[src/logic/sys16_pkg.sv]
// Shared definitions for the main-board bus glue
// Address and data widths, region and bus-state enums,
// open-bus value and parallel port reset values

package sys16_pkg;

    // Word address, byte address bits 23:1
    localparam int addr_w = 23;
    localparam int data_w = 16;

    // Region selected by one bus cycle
    typedef enum logic [3:0] {
        reg_none,
        reg_rom,
        reg_vram,
        reg_char,
        reg_obj,
        reg_pal,
        reg_io,
        reg_wdog,
        reg_ram
    } region_e;

    // Bus control FSM states
    typedef enum logic [1:0] {
        s_idle,
        s_decode,
        s_wait,
        s_ack
    } bus_state_e;

    // Returned for unmapped reads and the I/O upper byte
    localparam logic [data_w-1:0] open_bus = 16'hffff;

    // Port A is the sound latch, idles at all ones
    localparam logic [7:0] porta_rst = 8'hff;
    // Port B bit 7 is flip, screen starts upright
    localparam logic [7:0] portb_rst = 8'h00;
    // Port C bit 7 is the sound interrupt, active low
    localparam logic [7:0] portc_rst = 8'h80;

endpackage

[src/logic/sys16_addr_decode.sv]
// Memory map decoder
// Classifies the word address into a region on each start pulse
// and holds it for the rest of the bus cycle

`timescale 1ns/1ps

module sys16_addr_decode (
    input  logic                        clk,
    input  logic                        rst,
    input  logic [sys16_pkg::addr_w-1:0] wb_adr,
    input  logic                        start,
    output sys16_pkg::region_e          region
);
    import sys16_pkg::*;

    logic [1:0] hi;
    logic [2:0] mid;
    region_e    next_region;

    // Byte address bits 23:22 and 18:16
    assign hi  = wb_adr[22:21];
    assign mid = wb_adr[17:15];

    // First matching rule wins
    always_comb begin
        if (hi == 2'd0 && !mid[2])             next_region = reg_rom;
        else if (hi[0] && mid == 3'd0)         next_region = reg_vram;
        else if (hi[0] && mid == 3'd1)         next_region = reg_char;
        else if (hi == 2'd1 && mid[2])         next_region = reg_obj;
        else if (hi == 2'd2 && mid[2])         next_region = reg_pal;
        else if (hi == 2'd3 && mid[2:1] == 2'd2) next_region = reg_io;
        else if (hi == 2'd3 && mid == 3'd6)    next_region = reg_wdog;
        else if (hi == 2'd3 && mid == 3'd7)    next_region = reg_ram;
        else                                   next_region = reg_none;
    end

    always_ff @(posedge clk or posedge rst) begin
        if (rst) begin
            region <= reg_none;
        end else if (start) begin
            region <= next_region;
        end
    end

    // A held start would reload the region in mid-cycle
    start_pulse: assert property (
        @(posedge clk) disable iff (rst) start |=> !start
    );

endmodule

[src/logic/sys16_bus_ctrl.sv]
// Wishbone slave control FSM
// Chip selects, byte write strobes, wait states on the
// memory ok flags, read data capture and the ack pulse

`timescale 1ns/1ps

module sys16_bus_ctrl (
    input  logic                        clk,
    input  logic                        rst,
    input  logic                        wb_cyc,
    input  logic                        wb_stb,
    input  logic                        wb_we,
    input  logic [1:0]                  wb_sel,
    output logic                        wb_ack,
    output logic [sys16_pkg::data_w-1:0] wb_dat_r,
    input  sys16_pkg::region_e          region,
    output logic                        start,
    output logic                        rom_cs,
    output logic                        ram_cs,
    output logic                        vram_cs,
    output logic                        char_cs,
    output logic                        pal_cs,
    output logic                        objram_cs,
    output logic                        io_cs,
    output logic                        uds_wn,
    output logic                        lds_wn,
    input  logic [sys16_pkg::data_w-1:0] rom_data,
    input  logic                        rom_ok,
    input  logic [sys16_pkg::data_w-1:0] ram_data,
    input  logic                        ram_ok,
    input  logic [sys16_pkg::data_w-1:0] char_dout,
    input  logic [sys16_pkg::data_w-1:0] pal_dout,
    input  logic [sys16_pkg::data_w-1:0] obj_dout,
    input  logic [7:0]                  cab_dout
);
    import sys16_pkg::*;

    bus_state_e state;
    logic       mem_cs;
    logic       mem_ok;
    logic       done;

    // Decoder loads the region when idle sees a new strobe
    assign start  = (state == s_idle) && wb_cyc && wb_stb;
    assign wb_ack = (state == s_ack);

    // External memories stretch the cycle until ok
    assign mem_cs = rom_cs || ram_cs || vram_cs;
    assign mem_ok = rom_cs ? rom_ok : ram_ok;
    assign done   = !mem_cs || mem_ok;

    always_ff @(posedge clk or posedge rst) begin
        if (rst) begin
            state     <= s_idle;
            rom_cs    <= 1'b0;
            ram_cs    <= 1'b0;
            vram_cs   <= 1'b0;
            char_cs   <= 1'b0;
            pal_cs    <= 1'b0;
            objram_cs <= 1'b0;
            io_cs     <= 1'b0;
            uds_wn    <= 1'b1;
            lds_wn    <= 1'b1;
        end else begin
            case (state)
                s_idle: begin
                    if (wb_cyc && wb_stb) state <= s_decode;
                end
                s_decode: begin
                    rom_cs    <= (region == reg_rom);
                    ram_cs    <= (region == reg_ram);
                    vram_cs   <= (region == reg_vram);
                    char_cs   <= (region == reg_char);
                    pal_cs    <= (region == reg_pal);
                    objram_cs <= (region == reg_obj);
                    io_cs     <= (region == reg_io);
                    uds_wn    <= !(wb_we && wb_sel[1]);
                    lds_wn    <= !(wb_we && wb_sel[0]);
                    state     <= s_wait;
                end
                s_wait: begin
                    if (done) state <= s_ack;
                end
                default: begin
                    // Selects drop together with ack
                    rom_cs    <= 1'b0;
                    ram_cs    <= 1'b0;
                    vram_cs   <= 1'b0;
                    char_cs   <= 1'b0;
                    pal_cs    <= 1'b0;
                    objram_cs <= 1'b0;
                    io_cs     <= 1'b0;
                    uds_wn    <= 1'b1;
                    lds_wn    <= 1'b1;
                    state     <= s_idle;
                end
            endcase
        end
    end

    // Read data captured on the edge that leaves s_wait
    always_ff @(posedge clk) begin
        if (state == s_wait && done) begin
            if (rom_cs)                wb_dat_r <= rom_data;
            else if (ram_cs || vram_cs) wb_dat_r <= ram_data;
            else if (char_cs)          wb_dat_r <= char_dout;
            else if (pal_cs)           wb_dat_r <= pal_dout;
            else if (objram_cs)        wb_dat_r <= obj_dout;
            else if (io_cs)            wb_dat_r <= {open_bus[15:8], cab_dout};
            else                       wb_dat_r <= open_bus;
        end
    end

    // Master must still hold the strobe when ack arrives
    ack_in_cycle: assert property (
        @(posedge clk) disable iff (rst) wb_ack |-> (wb_cyc && wb_stb)
    );

    // Selects only stay up while the master holds the cycle
    select_in_cycle: assert property (
        @(posedge clk) disable iff (rst)
        (rom_cs || ram_cs || vram_cs || char_cs || pal_cs || objram_cs || io_cs)
            |-> (wb_cyc && wb_stb)
    );

endmodule

[src/logic/sys16_cab_io.sv]
// Cabinet I/O block
// Buttons, reordered joysticks and DIP switches on a registered
// read path, plus the select lines for the parallel port

`timescale 1ns/1ps

module sys16_cab_io (
    input  logic                        clk,
    input  logic                        rst,
    input  logic                        io_cs,
    input  logic [sys16_pkg::addr_w-1:0] wb_adr,
    input  logic                        wb_we,
    input  logic [7:0]                  joystick1,
    input  logic [7:0]                  joystick2,
    input  logic [1:0]                  start_button,
    input  logic [1:0]                  coin_input,
    input  logic                        service,
    input  logic [7:0]                  dipsw_a,
    input  logic [7:0]                  dipsw_b,
    output logic                        ppi_cs,
    output logic                        ppi_we,
    output logic [1:0]                  ppi_addr,
    input  logic [7:0]                  ppi_dout,
    output logic [7:0]                  cab_dout
);
    import sys16_pkg::*;

    logic [1:0] page;

    // Board wiring puts the joystick lines out of order
    function automatic logic [7:0] sort_joy(input logic [7:0] joy);
        sort_joy = {joy[1], joy[0], joy[3], joy[2], joy[7], joy[5], joy[4], joy[6]};
    endfunction

    // Byte address bits 13:12
    assign page = wb_adr[12:11];

    assign ppi_cs   = io_cs && (page == 2'd0);
    assign ppi_we   = wb_we;
    assign ppi_addr = wb_adr[1:0];

    // Address is stable from the strobe on, so the mux settles
    // well before the control FSM samples it
    always_ff @(posedge clk or posedge rst) begin
        if (rst) begin
            cab_dout <= open_bus[7:0];
        end else begin
            case (page)
                2'd0: cab_dout <= ppi_dout;
                2'd1: begin
                    case (wb_adr[1:0])
                        2'd0:    cab_dout <= {2'b11, start_button, service, 1'b1, coin_input};
                        2'd1:    cab_dout <= sort_joy(joystick1);
                        2'd3:    cab_dout <= sort_joy(joystick2);
                        default: cab_dout <= open_bus[7:0];
                    endcase
                end
                2'd2:    cab_dout <= wb_adr[0] ? dipsw_b : dipsw_a;
                default: cab_dout <= open_bus[7:0];
            endcase
        end
    end

endmodule

[src/logic/sys16_main.sv]
// Main-board bus glue top level
// Wishbone slave in front of the address decoder, bus control FSM,
// cabinet I/O, parallel port and vertical-blank interrupt

`timescale 1ns/1ps

module sys16_main #(
    parameter int vbl_line = 223
) (
    input  logic                        clk,
    input  logic                        rst,
    // Wishbone slave
    input  logic                        wb_cyc,
    input  logic                        wb_stb,
    input  logic                        wb_we,
    input  logic [sys16_pkg::addr_w-1:0] wb_adr,
    input  logic [sys16_pkg::data_w-1:0] wb_dat_w,
    input  logic [1:0]                  wb_sel,
    output logic [sys16_pkg::data_w-1:0] wb_dat_r,
    output logic                        wb_ack,
    // Program ROM
    output logic                        rom_cs,
    output logic [16:0]                 rom_addr,
    input  logic [sys16_pkg::data_w-1:0] rom_data,
    input  logic                        rom_ok,
    // Work and video RAM
    output logic                        ram_cs,
    output logic                        vram_cs,
    input  logic [sys16_pkg::data_w-1:0] ram_data,
    input  logic                        ram_ok,
    output logic [sys16_pkg::data_w-1:0] cpu_dout,
    output logic                        uds_wn,
    output logic                        lds_wn,
    // Video memories
    output logic                        char_cs,
    output logic                        pal_cs,
    output logic                        objram_cs,
    input  logic [sys16_pkg::data_w-1:0] char_dout,
    input  logic [sys16_pkg::data_w-1:0] pal_dout,
    input  logic [sys16_pkg::data_w-1:0] obj_dout,
    output logic [11:0]                 cpu_addr,
    output logic                        flip,
    // Cabinet
    input  logic [7:0]                  joystick1,
    input  logic [7:0]                  joystick2,
    input  logic [1:0]                  start_button,
    input  logic [1:0]                  coin_input,
    input  logic                        service,
    input  logic [7:0]                  dipsw_a,
    input  logic [7:0]                  dipsw_b,
    // Sound
    output logic [7:0]                  snd_latch,
    output logic                        snd_irqn,
    input  logic                        snd_ack,
    // Video timing and interrupt
    input  logic [8:0]                  vdump,
    input  logic                        hstart,
    output logic                        irq_n,
    input  logic                        int_ack
);
    import sys16_pkg::*;

    region_e    region;
    logic       start;
    logic       io_cs;
    logic [7:0] cab_dout;
    logic       ppi_cs;
    logic       ppi_we;
    logic [1:0] ppi_addr;
    logic [7:0] ppi_dout;
    logic [7:0] portb;
    logic [7:0] portc;

    assign cpu_dout = wb_dat_w;
    assign rom_addr = wb_adr[16:0];
    assign cpu_addr = wb_adr[11:0];
    assign flip     = portb[7];
    assign snd_irqn = portc[7];

    sys16_addr_decode sys16_addr_decode_inst (
        .clk    (clk),
        .rst    (rst),
        .wb_adr (wb_adr),
        .start  (start),
        .region (region)
    );

    sys16_bus_ctrl sys16_bus_ctrl_inst (
        .clk       (clk),
        .rst       (rst),
        .wb_cyc    (wb_cyc),
        .wb_stb    (wb_stb),
        .wb_we     (wb_we),
        .wb_sel    (wb_sel),
        .wb_ack    (wb_ack),
        .wb_dat_r  (wb_dat_r),
        .region    (region),
        .start     (start),
        .rom_cs    (rom_cs),
        .ram_cs    (ram_cs),
        .vram_cs   (vram_cs),
        .char_cs   (char_cs),
        .pal_cs    (pal_cs),
        .objram_cs (objram_cs),
        .io_cs     (io_cs),
        .uds_wn    (uds_wn),
        .lds_wn    (lds_wn),
        .rom_data  (rom_data),
        .rom_ok    (rom_ok),
        .ram_data  (ram_data),
        .ram_ok    (ram_ok),
        .char_dout (char_dout),
        .pal_dout  (pal_dout),
        .obj_dout  (obj_dout),
        .cab_dout  (cab_dout)
    );

    sys16_cab_io sys16_cab_io_inst (
        .clk          (clk),
        .rst          (rst),
        .io_cs        (io_cs),
        .wb_adr       (wb_adr),
        .wb_we        (wb_we),
        .joystick1    (joystick1),
        .joystick2    (joystick2),
        .start_button (start_button),
        .coin_input   (coin_input),
        .service      (service),
        .dipsw_a      (dipsw_a),
        .dipsw_b      (dipsw_b),
        .ppi_cs       (ppi_cs),
        .ppi_we       (ppi_we),
        .ppi_addr     (ppi_addr),
        .ppi_dout     (ppi_dout),
        .cab_dout     (cab_dout)
    );

    // Sound latch on port A, sound ack read back on port C bit 6
    sys16_ppi sys16_ppi_inst (
        .clk       (clk),
        .rst       (rst),
        .ppi_cs    (ppi_cs),
        .ppi_we    (ppi_we),
        .ppi_addr  (ppi_addr),
        .din       (wb_dat_w[7:0]),
        .ppi_dout  (ppi_dout),
        .portc_in  (snd_ack),
        .porta_out (snd_latch),
        .portb_out (portb),
        .portc_out (portc)
    );

    sys16_vbl_irq #(
        .vbl_line (vbl_line)
    ) sys16_vbl_irq_inst (
        .clk     (clk),
        .rst     (rst),
        .vdump   (vdump),
        .hstart  (hstart),
        .int_ack (int_ack),
        .irq_n   (irq_n)
    );

endmodule

[src/logic/sys16_ppi.sv]
// 8255-style parallel port, mode 0 only
// Port A and B latches, port C latch with bit set/reset,
// combinational read back

`timescale 1ns/1ps

module sys16_ppi (
    input  logic       clk,
    input  logic       rst,
    input  logic       ppi_cs,
    input  logic       ppi_we,
    input  logic [1:0] ppi_addr,
    input  logic [7:0] din,
    output logic [7:0] ppi_dout,
    input  logic       portc_in,
    output logic [7:0] porta_out,
    output logic [7:0] portb_out,
    output logic [7:0] portc_out
);
    import sys16_pkg::*;

    logic wr;

    assign wr = ppi_cs && ppi_we;

    always_ff @(posedge clk or posedge rst) begin
        if (rst) begin
            porta_out <= porta_rst;
            portb_out <= portb_rst;
            portc_out <= portc_rst;
        end else if (wr) begin
            case (ppi_addr)
                2'd0: porta_out <= din;
                2'd1: portb_out <= din;
                2'd2: portc_out <= din;
                default: begin
                    // Bit 7 set means a mode word, which is ignored
                    if (!din[7]) portc_out[din[3:1]] <= din[0];
                end
            endcase
        end
    end

    // Port C bit 6 is an input pin
    always_comb begin
        case (ppi_addr)
            2'd0:    ppi_dout = porta_out;
            2'd1:    ppi_dout = portb_out;
            2'd2:    ppi_dout = {portc_out[7], portc_in, portc_out[5:0]};
            default: ppi_dout = 8'hff;
        endcase
    end

endmodule

[src/logic/sys16_vbl_irq.sv]
// Vertical-blank interrupt
// Edge detect on hstart, fires on the configured line,
// held low until the master acknowledges

`timescale 1ns/1ps

module sys16_vbl_irq #(
    parameter int vbl_line = 223
) (
    input  logic       clk,
    input  logic       rst,
    input  logic [8:0] vdump,
    input  logic       hstart,
    input  logic       int_ack,
    output logic       irq_n
);

    logic last_hstart;

    always_ff @(posedge clk or posedge rst) begin
        if (rst) begin
            last_hstart <= 1'b0;
            irq_n       <= 1'b1;
        end else begin
            last_hstart <= hstart;
            // Acknowledge wins over a new request
            if (int_ack) begin
                irq_n <= 1'b1;
            end else if (hstart && !last_hstart && vdump == 9'(vbl_line)) begin
                irq_n <= 1'b0;
            end
        end
    end

endmodule

[config.mk]
export PLATFORM = sky130hd
export DESIGN_NAME = sys16_main
export DESIGN_NICKNAME = d
export VERILOG_FILES = /design/src/logic/sys16_pkg.sv /design/src/logic/sys16_addr_decode.sv /design/src/logic/sys16_bus_ctrl.sv /design/src/logic/sys16_cab_io.sv /design/src/logic/sys16_main.sv /design/src/logic/sys16_ppi.sv /design/src/logic/sys16_vbl_irq.sv
export SDC_FILE = /design/constraint.sdc
export NUM_CORES = 1
export LEC_CHECK = 0
export ABC_AREA = 0
export BUFFER_PORTS_ARGS = -buffer_cell sky130_fd_sc_hd__clkbuf_2
export CORE_MARGIN = 5
export CORE_UTILIZATION = 25
export CTS_BUF_LIST = sky130_fd_sc_hd__clkbuf_4 sky130_fd_sc_hd__clkbuf_8
export CTS_CLUSTER_SIZE = 24
export DETAILED_ROUTE_END_ITERATION = 7
export GPL_ROUTABILITY_DRIVEN = 0
export PLACE_DENSITY_LB_ADDON = 0.1
export SLEW_MARGIN = 25
export SYNTH_ARGS = -nofsm -noshare
export SYNTH_HDL_FRONTEND = slang
export SYNTH_HIERARCHICAL = 1
export SYNTH_SLANG_ARGS = --single-unit
[constraint.sdc]
create_clock -name clk -period 2.05 [get_ports clk]
set_clock_uncertainty 0.2 [all_clocks]
set_input_delay 0 -clock clk [delete_from_list [all_inputs] [get_ports clk]]
set_output_delay 0 -clock clk [all_outputs]
set_load 0.05 [all_outputs]
Yosys cells after proc, flatten, opt, wreduce, memory -nomap -nowiden
Cells that the tools add are included.

$lt $le $gt $ge: 2. Equality and inequality tests: 26. Muxes and demuxes: 38. Bitwise logic cells: 1. Reduce and logical (&&, ||, !) cells: 40.

Operators with widths (number): $mux 16 (5); $pmux 8 s3 (3); $mux 4 (8); $mux 8 (3); $logic_and 1x1->1 (19); $pmux 1 s2 (9); $eq 2x2->1 const B (8); $pmux 8 s2 (1); $eq 4x3->1 const B (3); $eq 9x8->1 const B (1); $bwmux 8 (1); $eq 2x1->1 const B (4); $eq 4x2->1 const B (2); $logic_not 2->1 (4); $eq 3x3->1 const B (2); $pmux 2 s3 (1); $reduce_and 2->1 (3); $logic_not 1->1 (5); $eq 4x1->1 const B (1); $eq 4x4->1 const B (1); $logic_or 1x1->1 (4); $lt 3x4->1 const B (1); $mux 1 (4); $mux 2 (2); 10 further kinds (12).

Register bits: 65. Input bits: 177. Output and inout bits: 81. Word-level logic and storage cells: 125.

Depth between registers and ports, before layout
Gate-level depths: netlist of the first run.

Word-level depth: 10. Depth in mapped cells: 7. Gate-level depth less buffers: 6.

By module
The synthesis of the first run kept the hierarchy.

By module, submodules not included: sys16_bus_ctrl (times used 1, cells an instance 219, area each 1968.1 um^2, sequential area each 758.2 um^2); sys16_ppi (times used 1, cells an instance 123, area each 1335.0 um^2, sequential area each 611.8 um^2); sys16_cab_io (times used 1, cells an instance 67, area each 681.9 um^2, sequential area each 210.2 um^2); sys16_main (times used 1, cells an instance 45, area each 337.8 um^2, sequential area each 0.0 um^2); sys16_addr_decode (times used 1, cells an instance 24, area each 216.5 um^2, sequential area each 100.1 um^2); sys16_vbl_irq (times used 1, cells an instance 8, area each 98.8 um^2, sequential area each 51.3 um^2).

Worst setup path before layout of the first run
OpenSTA, ideal clock, no wires.

Kind: register -> register. Start point: reg sys16_bus_ctrl_inst.vram_cs. End point: reg sys16_bus_ctrl_inst/wb_dat_r[0] in the netlist's numbering (enable). Arrival time: 1.591 ns. Data required time: 1.476 ns. Path slack: -0.115 ns. Cell stages (with the launch flop): 4. Period minus slack after synthesis: 2.165 ns. Cells stage by stage: dfrtp_1 nor2_2 buf_2 o311a_1.

Word-level cells in the longest chain between the ends: 4.

RTL lines: start: declaration (line sys16_bus_ctrl.sv:20) `output logic vram_cs,`; start signal: assignment (line sys16_bus_ctrl.sv:72) `vram_cs <= (region == reg_vram);`; $logic_or 1x1->1 (line sys16_bus_ctrl.sv:48) `assign mem_cs = rom_cs || ram_cs || vram_cs;`; $logic_not 1->1 (line sys16_bus_ctrl.sv:50) `assign done = !mem_cs || mem_ok;`; $logic_or 1x1->1 (line sys16_bus_ctrl.sv:50); $logic_and 1x1->1 (line sys16_bus_ctrl.sv:103) `if (state == s_wait && done) begin`; end signal: assignment (line sys16_bus_ctrl.sv:104) `if (rom_cs) wb_dat_r <= rom_data;`; end signal: assignment (line sys16_bus_ctrl.sv:105) `else if (ram_cs || vram_cs) wb_dat_r <= ram_data;`; end signal: assignment (line sys16_bus_ctrl.sv:106) `else if (char_cs) wb_dat_r <= char_dout;`; end: declaration (line sys16_bus_ctrl.sv:15) `output logic [sys16_pkg::data_w-1:0] wb_dat_r,`.

Every way passes these cells. A chain may end at the register's enable or synchronous reset.

Final worst setup path of the first run
Start point: in wb_adr[0] in the netlist's numbering. End point: reg sys16_cab_io_inst.cab_dout[6].

Word-level cells in the longest chain between the ends: 3. Elaborated cells on any way between the ends: 8. Those cells by class: eq/ne (3); mux (4); reduce/logical (1).

RTL lines: start: declaration (line sys16_main.sv:16) `input logic [sys16_pkg::addr_w-1:0] wb_adr,`; $eq 2x2->1 (tied with other cells) (line sys16_cab_io.sv:51) `case (wb_adr[1:0])`; $pmux 8 s3 (on tied branches) (line sys16_cab_io.sv:51, sys16_ppi.sv:46); $pmux 8 s3 * (line sys16_cab_io.sv:48) `case (page)`; end signal: assignment (line sys16_cab_io.sv:49) `2'd0: cab_dout <= ppi_dout;`; end signal: assignment (line sys16_cab_io.sv:52) `2'd0: cab_dout <= {2'b11, start_button, service, 1'b1, coin_input};`; end signal: assignment (line sys16_cab_io.sv:53) `2'd1: cab_dout <= sort_joy(joystick1);`; end: declaration (line sys16_cab_io.sv:24) `output logic [7:0] cab_dout`.

Mark *: on every way between the ends. The rest lies on a longest branch, timed or not.

==> results.json, run 1 <==
{
  "synthesis.area_mm2": 0.00459,
  "dp_slack_ns": 0.180,
  "cap_viol_max_count": 0,
  "finalCriticalPeriod_ns": 1.97,
  "finalInstanceArea_mm2": 0.00735,
  "hold_class": "in -> reg",
  "worst_pin_slew_ns": 0.978,
  "final_cell_mix": "206 x clkbuf_2, 156 x dlygate4sd3_1, 46 x nand2_1, 28 x dfrtp_1, 27 x o21ai_0",
  "p_per_area_mw_per_mm2": 758,
  "cpPeakStageDelay_ns": 0.55,
  "first_global_vias": 5121,
  "reg2reg_slack_ns": 0.18,
  "reg2reg_from": "sys16_bus_ctrl_inst/state[0]$_DFFE_PP0P_",
  "crit_path_end": "sys16_cab_io_inst/cab_dout[6]$_DFF_PP1_",
  "fmax_ghz": 0.509,
  "die_y_um": 145,
  "diodes": 0,
  "path_common_cell": "dlygate4sd3_1",
  "setup-violations-final": 0,
  "startpoint_type": "input pin",
  "synth_area_per_cell_um2": 9.55,
  "final_antenna_net_count": 0,
  "final_util_pct": 40.8,
  "h-tree-depth": 3,
  "cts_made_buffers": 9,
  "final_common_cell": "clkbuf_2",
  "ir_drop_v": 0.000354,
  "vias_per_cell": 4.58,
  "final_max_slew_viol_count": 0,
  "hold_violations": 0,
  "relSlewSlack_pct": 34.6,
  "rsz0062_at_grt": "false",
  "grt_remaining_overflow": 0,
  "grt_max_degree": 35,
  "ctsLongestPathBuffers": 2,
  "p_leak_nw": 3.28,
  "clkSinkCount": 64,
  "cts-root-buf": "clkbuf_8",
  "place_inst": 859,
  "fin_crit_sh_pct": 95.9,
  "fin_ws_ns": 0.0839,
  "path_class": "in -> reg",
  "drc_errors": 0,
  "pin_count": 258,
  "ys_warn_count": 6,
  "dpl.hpwl_um": 11500,
  "cp-end-kind": "flop",
  "synth_fp_nets": 661,
  "worst_r2r_path_depth": 5,
  "grt_usage_pct": 15.0,
  "cp_data_required_time_ns": 2.11,
  "cp_num_cells": 7,
  "syn-instance-count": 480,
  "antenna_found_initial": 0,
  "core_area_mm2": 0.0180,
  "crit_chain": "dlygate4sd3_1 > clkbuf_2 > buf_6 > mux2_2 > dlygate4sd3_1 > o22ai_1 > nor2_1",
  "drt_iter0_drc": 139,
  "status": "finished, final reports clean",
  "worst_path_max_delay_cell": "dlygate4sd3_1",
  "dieArea_mm2": 0.0212,
  "grt_pass1_wl_um": 26400,
  "wl_per_cell_um": 15.8,
  "clk_pin_slew_ns": 0.07,
  "timing.rr.end": "sys16_bus_ctrl_inst/char_cs$_DFFE_PP0N_",
  "tritoncts": "yes",
  "wirelength_um": 16300,
  "finalNonFillerCells": 1032,
  "firstDrtPassIters": 5,
  "area_delta_synth_final_pct": 60.3,
  "io_buffers": 207,
  "clkLatencyLatePin_ns": 0.34,
  "die_x_um": 145,
  "crit_buf_inv": 4,
  "nNetsFinal": 979,
  "crit_family": "buffers and inverters",
  "worstPathArrival_ns": 2.03,
  "placed_cell_area_mm2": 0.00557,
  "final_layout_size_suffix_gt1_share_pct": 39.1,
  "whs_ns": 0.0283,
  "tns_ns": 0,
  "rows": 49,
  "start_util_pct": 25.4,
  "crit_start": "wb_adr[0]",
  "routed-via-count": 4725,
  "power_mw": 5.57,
  "cp_max_fo": 21
}
==> how the worst min path moves through the flow <==
| stage | end | slack [ns] | start | cells after the start |
|---|---|---|---|---|
| finish | sys16_bus_ctrl_inst/wb_dat_r[1]$_DFFE_PP_ | 0.03 | obj_dout[1] | 4 |
| global route | sys16_bus_ctrl_inst/wb_dat_r[1]$_DFFE_PP_ | 0.03 | obj_dout[1] | 4 |
| floorplan | sys16_vbl_irq_inst/last_hstart$_DFF_PP0_ | -0.46 | rst | 1 |
| detailed placement | sys16_vbl_irq_inst/last_hstart$_DFF_PP0_ | -0.25 | rst | 2 |
| global placement | sys16_vbl_irq_inst/last_hstart$_DFF_PP0_ | -0.24 | rst | 2 |
| CTS | sys16_bus_ctrl_inst/wb_dat_r[14]$_DFFE_PP_ | 0.002 | pal_dout[14] | 4 |
==> metal layers <==
layer / up-vias / share of wire [%] / global-route usage, %
met5: - / 0 / 0
met3: 28 / 5.6 / 4.30
met2: 158 / 48 / 25.0
met4: 0 / 2.0 / 4.48
met1: 2208 / 45 / 18.9
li1: 2331 / - / -
==> state kept, by name, indices dropped and copies added, names as in the netlist <==
register,cells
sys16_vbl_irq_inst/last_hstart,1
sys16_cab_io_inst/cab_dout,8
sys16_bus_ctrl_inst/lds_wn,1
sys16_bus_ctrl_inst/ram_cs,1
sys16_addr_decode_inst/region,4
sys16_vbl_irq_inst/irq_n,1
sys16_bus_ctrl_inst/char_cs,1
sys16_bus_ctrl_inst/pal_cs,1
sys16_bus_ctrl_inst/wb_dat_r,16
sys16_bus_ctrl_inst/objram_cs,1
sys16_ppi_inst/porta_out,8
sys16_bus_ctrl_inst/vram_cs,1
sys16_bus_ctrl_inst/state,2
sys16_bus_ctrl_inst/uds_wn,1
sys16_ppi_inst/portb_out,8
sys16_bus_ctrl_inst/io_cs,1
sys16_ppi_inst/portc_out,7
sys16_bus_ctrl_inst/rom_cs,1
==> area by class of cell <==
type	instances	area, µm²
Sequential cell	64	1710
Fill cell	1782	10700
Clock buffer	13	166
Inverter	13	48.8
Multi-Input combinational cell	326	2310
Timing Repair Buffer	384	2790
Clock inverter	3	40.0
Tap cell	229	287
==> worst min-delay path, stage by stage <==
cell	delay (ns)
clkbuf_2	0.08
nor2b_1	0.04
o31ai_1	0.21
a31o_1	0.13
==> what timing repair did <==
action / 4_1_cts / 5_1_grt
resized for setup: 0 / 4
setup endpoints to repair: 0 / 3
endpoints found under the hold margin: 133 / 0
buffers inserted: 0 / 0
hold buffers: 157 / 0
==> power breakdown <==
part	internal [mW]	switching, mW	total (mW)
registers	1.66	0.138	1.80
clock network	0.652	0.483	1.13
logic	1.02	1.62	2.64
(Power assumes the default switching activity.)
==> run 2: changes to the inputs <==
Settings changed: SYNTH_HIERARCHICAL 1 to unset.
==> run 2 against run 1 <==
  * The flow now finishes with violations (negative hold slack)
  * Synthesized cell count is 7.9% lower
  * Area after synthesis is 7.7% lower
  * Sequential share of layout area increased by 1.7 points
  * Die area fell by 7.2%
  * Critical path depth down 4
  * Design area decreased by 6.9%
  * Cell count is 6.2% lower
  * First-iteration DRC count is 8.6% higher
  * Combinational power is 4% higher
  * Worst hold slack got worse by 0.037 ns
  * Largest power group unchanged
==> results.json, run 2 <==
{
  "status": "complete, but fails checks",
  "violations": "negative hold slack",
  "final_cell_mix": "207 x clkbuf_2, 138 x dlygate4sd3_1, 34 x a21oi_1, 30 x mux2_2, 27 x dfrtp_1",
  "routed-via-count": 4525,
  "hold_class": "in -> reg",
  "grt_max_degree": 38,
  "pin_count": 258,
  "fmax_ghz": 0.512,
  "synth_edf_count": 16,
  "grt_remaining_overflow": 0,
  "ctsLongestPathBuffers": 2,
  "io_buffers": 207,
  "largest_reg_flops": 16,
  "synth_compound_area_share_pct": 19.6,
  "ys_warn_count": 0,
  "yosys.area.top_type": "dfrtp_1",
  "ys_seq_elements": 64,
  "worstPathArrival_ns": 1.83,
  "wirelength_um": 15700,
  "yosysMostFrequentCell": "buf_4",
  "synth_fp_nets": 623,
  "synth_area_per_cell_um2": 9.57,
  "h-tree-depth": 3,
  "drc_errors": 0,
  "dieArea_mm2": 0.0196,
  "path_class": "reg -> reg",
  "clkLatencyLatePin_ns": 0.36,
  "post_synth_num_cell_types": 46,
  "ir_drop_v": 0.000372,
  "cp-end-kind": "flop",
  "hold_violations": 1,
  "startpoint_type": "flop",
  "final_antenna_net_count": 0,
  "wl_per_cell_um": 16.2,
  "area_delta_synth_final_pct": 61.8,
  "cap_viol_max_count": 0,
  "crit_chain": "or3b_2 > a221oi_1 > o31ai_1",
  "synth-xor-area-share_pct": 0,
  "drt_iter0_drc": 151,
  "clk_pin_slew_ns": 0.07,
  "rows": 47,
  "first_global_vias": 4875,
  "tritoncts": "yes",
  "cts-root-buf": "clkbuf_8",
  "synth_area_leaders": "dfrtp_1 17%, dfstp_2 12%, edfxtp_1 11%, buf_4 8.5%, mux2_2 8.0%",
  "grt_pass1_wl_um": 24800,
  "final_layout_size_suffix_gt1_share_pct": 42.0,
  "antenna_found_initial": 1,
  "muxShareOfSynthArea_pct": 10.2,
  "synthesis.area_mm2": 0.00423,
  "dpl.hpwl_um": 11500,
  "yosys.area_share.simple_pct": 16.1,
  "grt_usage_pct": 15.5,
  "final_max_slew_viol_count": 0,
  "async_reset_ff_share_pct": 75.0,
  "finalNonFillerCells": 968,
  "relSlewSlack_pct": 33.1,
  "place_inst": 813,
  "power_mw": 5.78,
  "tns_ns": 0,
  "synthFlopType": "dfrtp_1",
  "cp_data_required_time_ns": 1.93,
  "firstDrtPassIters": 4,
  "worst_pin_slew_ns": 1.00,
  "ys_seq_area_share_pct": 40.3,
  "vias_per_cell": 4.67,
  "p_leak_nw": 3.10,
  "finalCriticalPeriod_ns": 1.95,
  "cts_made_buffers": 9,
  "die_x_um": 140,
  "die_y_um": 140,
  "rsz0062_at_grt": "true",
  "synth_common_cells": "48 x buf_4, 34 x a21oi_1, 30 x mux2_2",
  "whs_ns": -0.00901,
  "core_area_mm2": 0.0166,
  "start_util_pct": 25.5,
  "synth_top_family_by_area": "compound AO/OA/AOI/OAI gates",
  "cpPeakStageDelay_ns": 0.52,
  "cp_max_fo": 18,
  "final_common_cell": "clkbuf_2",
  "fin_crit_sh_pct": 95.4,
  "p_per_area_mw_per_mm2": 844,
  "synth_top_area_share_pct": 16.6,
  "syn-instance-count": 442,
  "clkSinkCount": 64,
  "nNetsFinal": 923,
  "synthAdderAreaFrac_pct": 1.18,
  "setup-violations-final": 0,
  "top_register": "sys16_bus_ctrl_inst.wb_dat_r",
  "worst_path_max_delay_cell": "dfrtp_2"
}
-- run 2: cell types whose count changed in the layout (fill, tap and decap cells not counted), sizes merged, moves of 8 or more --
cell and delta:
o31ai -15, o22a -8, nand2b -17, a31o -8
nand2 -22, o221ai +8, a21oi +13, a22oi +17
dlygate4sd3 -18, o311a -9, or3b +9, nor2 -11
-- run 2: worst max-delay path: cells and delay by family (launching register included) --
| family | cells | cell delay (ns) |
|---|---|---|
| flip-flops | 1 | 0.52 |
| AND/OR/NAND/NOR | 1 | 0.52 |
| AO/OA/AOI/OAI | 2 | 0.43 |
-- run 2: metal layers --
layer | share of wire (%) | wire length, µm | global-route usage, % | vias to the layer above
met5 | 0 | 0 | 0 | -
met4 | 1.7 | 269 | 5.41 | 0
met3 | 5.8 | 908 | 3.20 | 20
met2 | 49 | 7640 | 26.7 | 175
met1 | 44 | 6900 | 19.3 | 2136
li1 | - | - | - | 2194
-- run 2: logic make-up (layout without fill, tap and decap cells) --
logic type	after synthesis	count (layout)
AOI/OAI and AO/OA	126	126
other	0	1
muxes	39	39
and+or+nand+nor	117	117
buffers and inverters	92	397
DFF	64	64
adders and majority gates	4	4
-- run 2: layout make-up --
type / instances / area [µm²]
Tap cell: 220 / 275
Antenna cell: 1 / 2.50
Fill cell: 1652 / 9740
Timing Repair Buffer: 365 / 2580
Inverter: 16 / 60.1
Clock buffer: 13 / 173
Clock inverter: 3 / 40.0
Multi-Input combinational cell: 286 / 2010
Sequential cell: 64 / 1710
-- run 2: stage by stage --
stage	area (µm²)	setup WS, ns	util [%]
after floorplan	4230	0.00914	-
after global placement	5240	0.0627	31.6
after detailed placement	5240	0.0127	31.6
after CTS	6830	0.00235	41.2
after global routing	6850	-0.00362	41.3
final	6850	0.0950	41.3
-- run 2: power by group --
part           internal [mW]  total [mW]  leakage, nW  switching (mW)
Clock                  0.671        1.18        0.113           0.505
Combinational          0.965        2.74         2.28            1.78
Sequential              1.71        1.86        0.709           0.142
-- run 2: repair_timing --
action / CTS / global route
hold endpoints to repair: 133 / 0
gates resized for setup: 0 / 2
setup endpoints to repair: 0 / 18
setup buffers: 0 / 0
hold buffers: 138 / 0
-- run 2: worst paths after layout --
kind                            cells after the start  slack, ns                                       from                                         to
worst max-delay path                                3        0.1  sys16_bus_ctrl_inst.objram_cs$_DFFE_PP0N_  sys16_bus_ctrl_inst.wb_dat_r[5]$_DFFE_PP_
max in group asynchronous                           5       0.59                                        rst    sys16_ppi_inst.porta_out[6]$_DFFE_PP1P_
min in group asynchronous                           4       0.49                                        rst    sys16_bus_ctrl_inst.char_cs$_DFFE_PP0N_
worst max register to register                      3        0.1  sys16_bus_ctrl_inst.objram_cs$_DFFE_PP0N_  sys16_bus_ctrl_inst.wb_dat_r[5]$_DFFE_PP_
worst min-delay path                                4     -0.009                                    snd_ack    sys16_cab_io_inst.cab_dout[6]$_DFF_PP1_
worst min register to register                      2       0.29    sys16_bus_ctrl_inst.char_cs$_DFFE_PP0N_    sys16_bus_ctrl_inst.char_cs$_DFFE_PP0N_
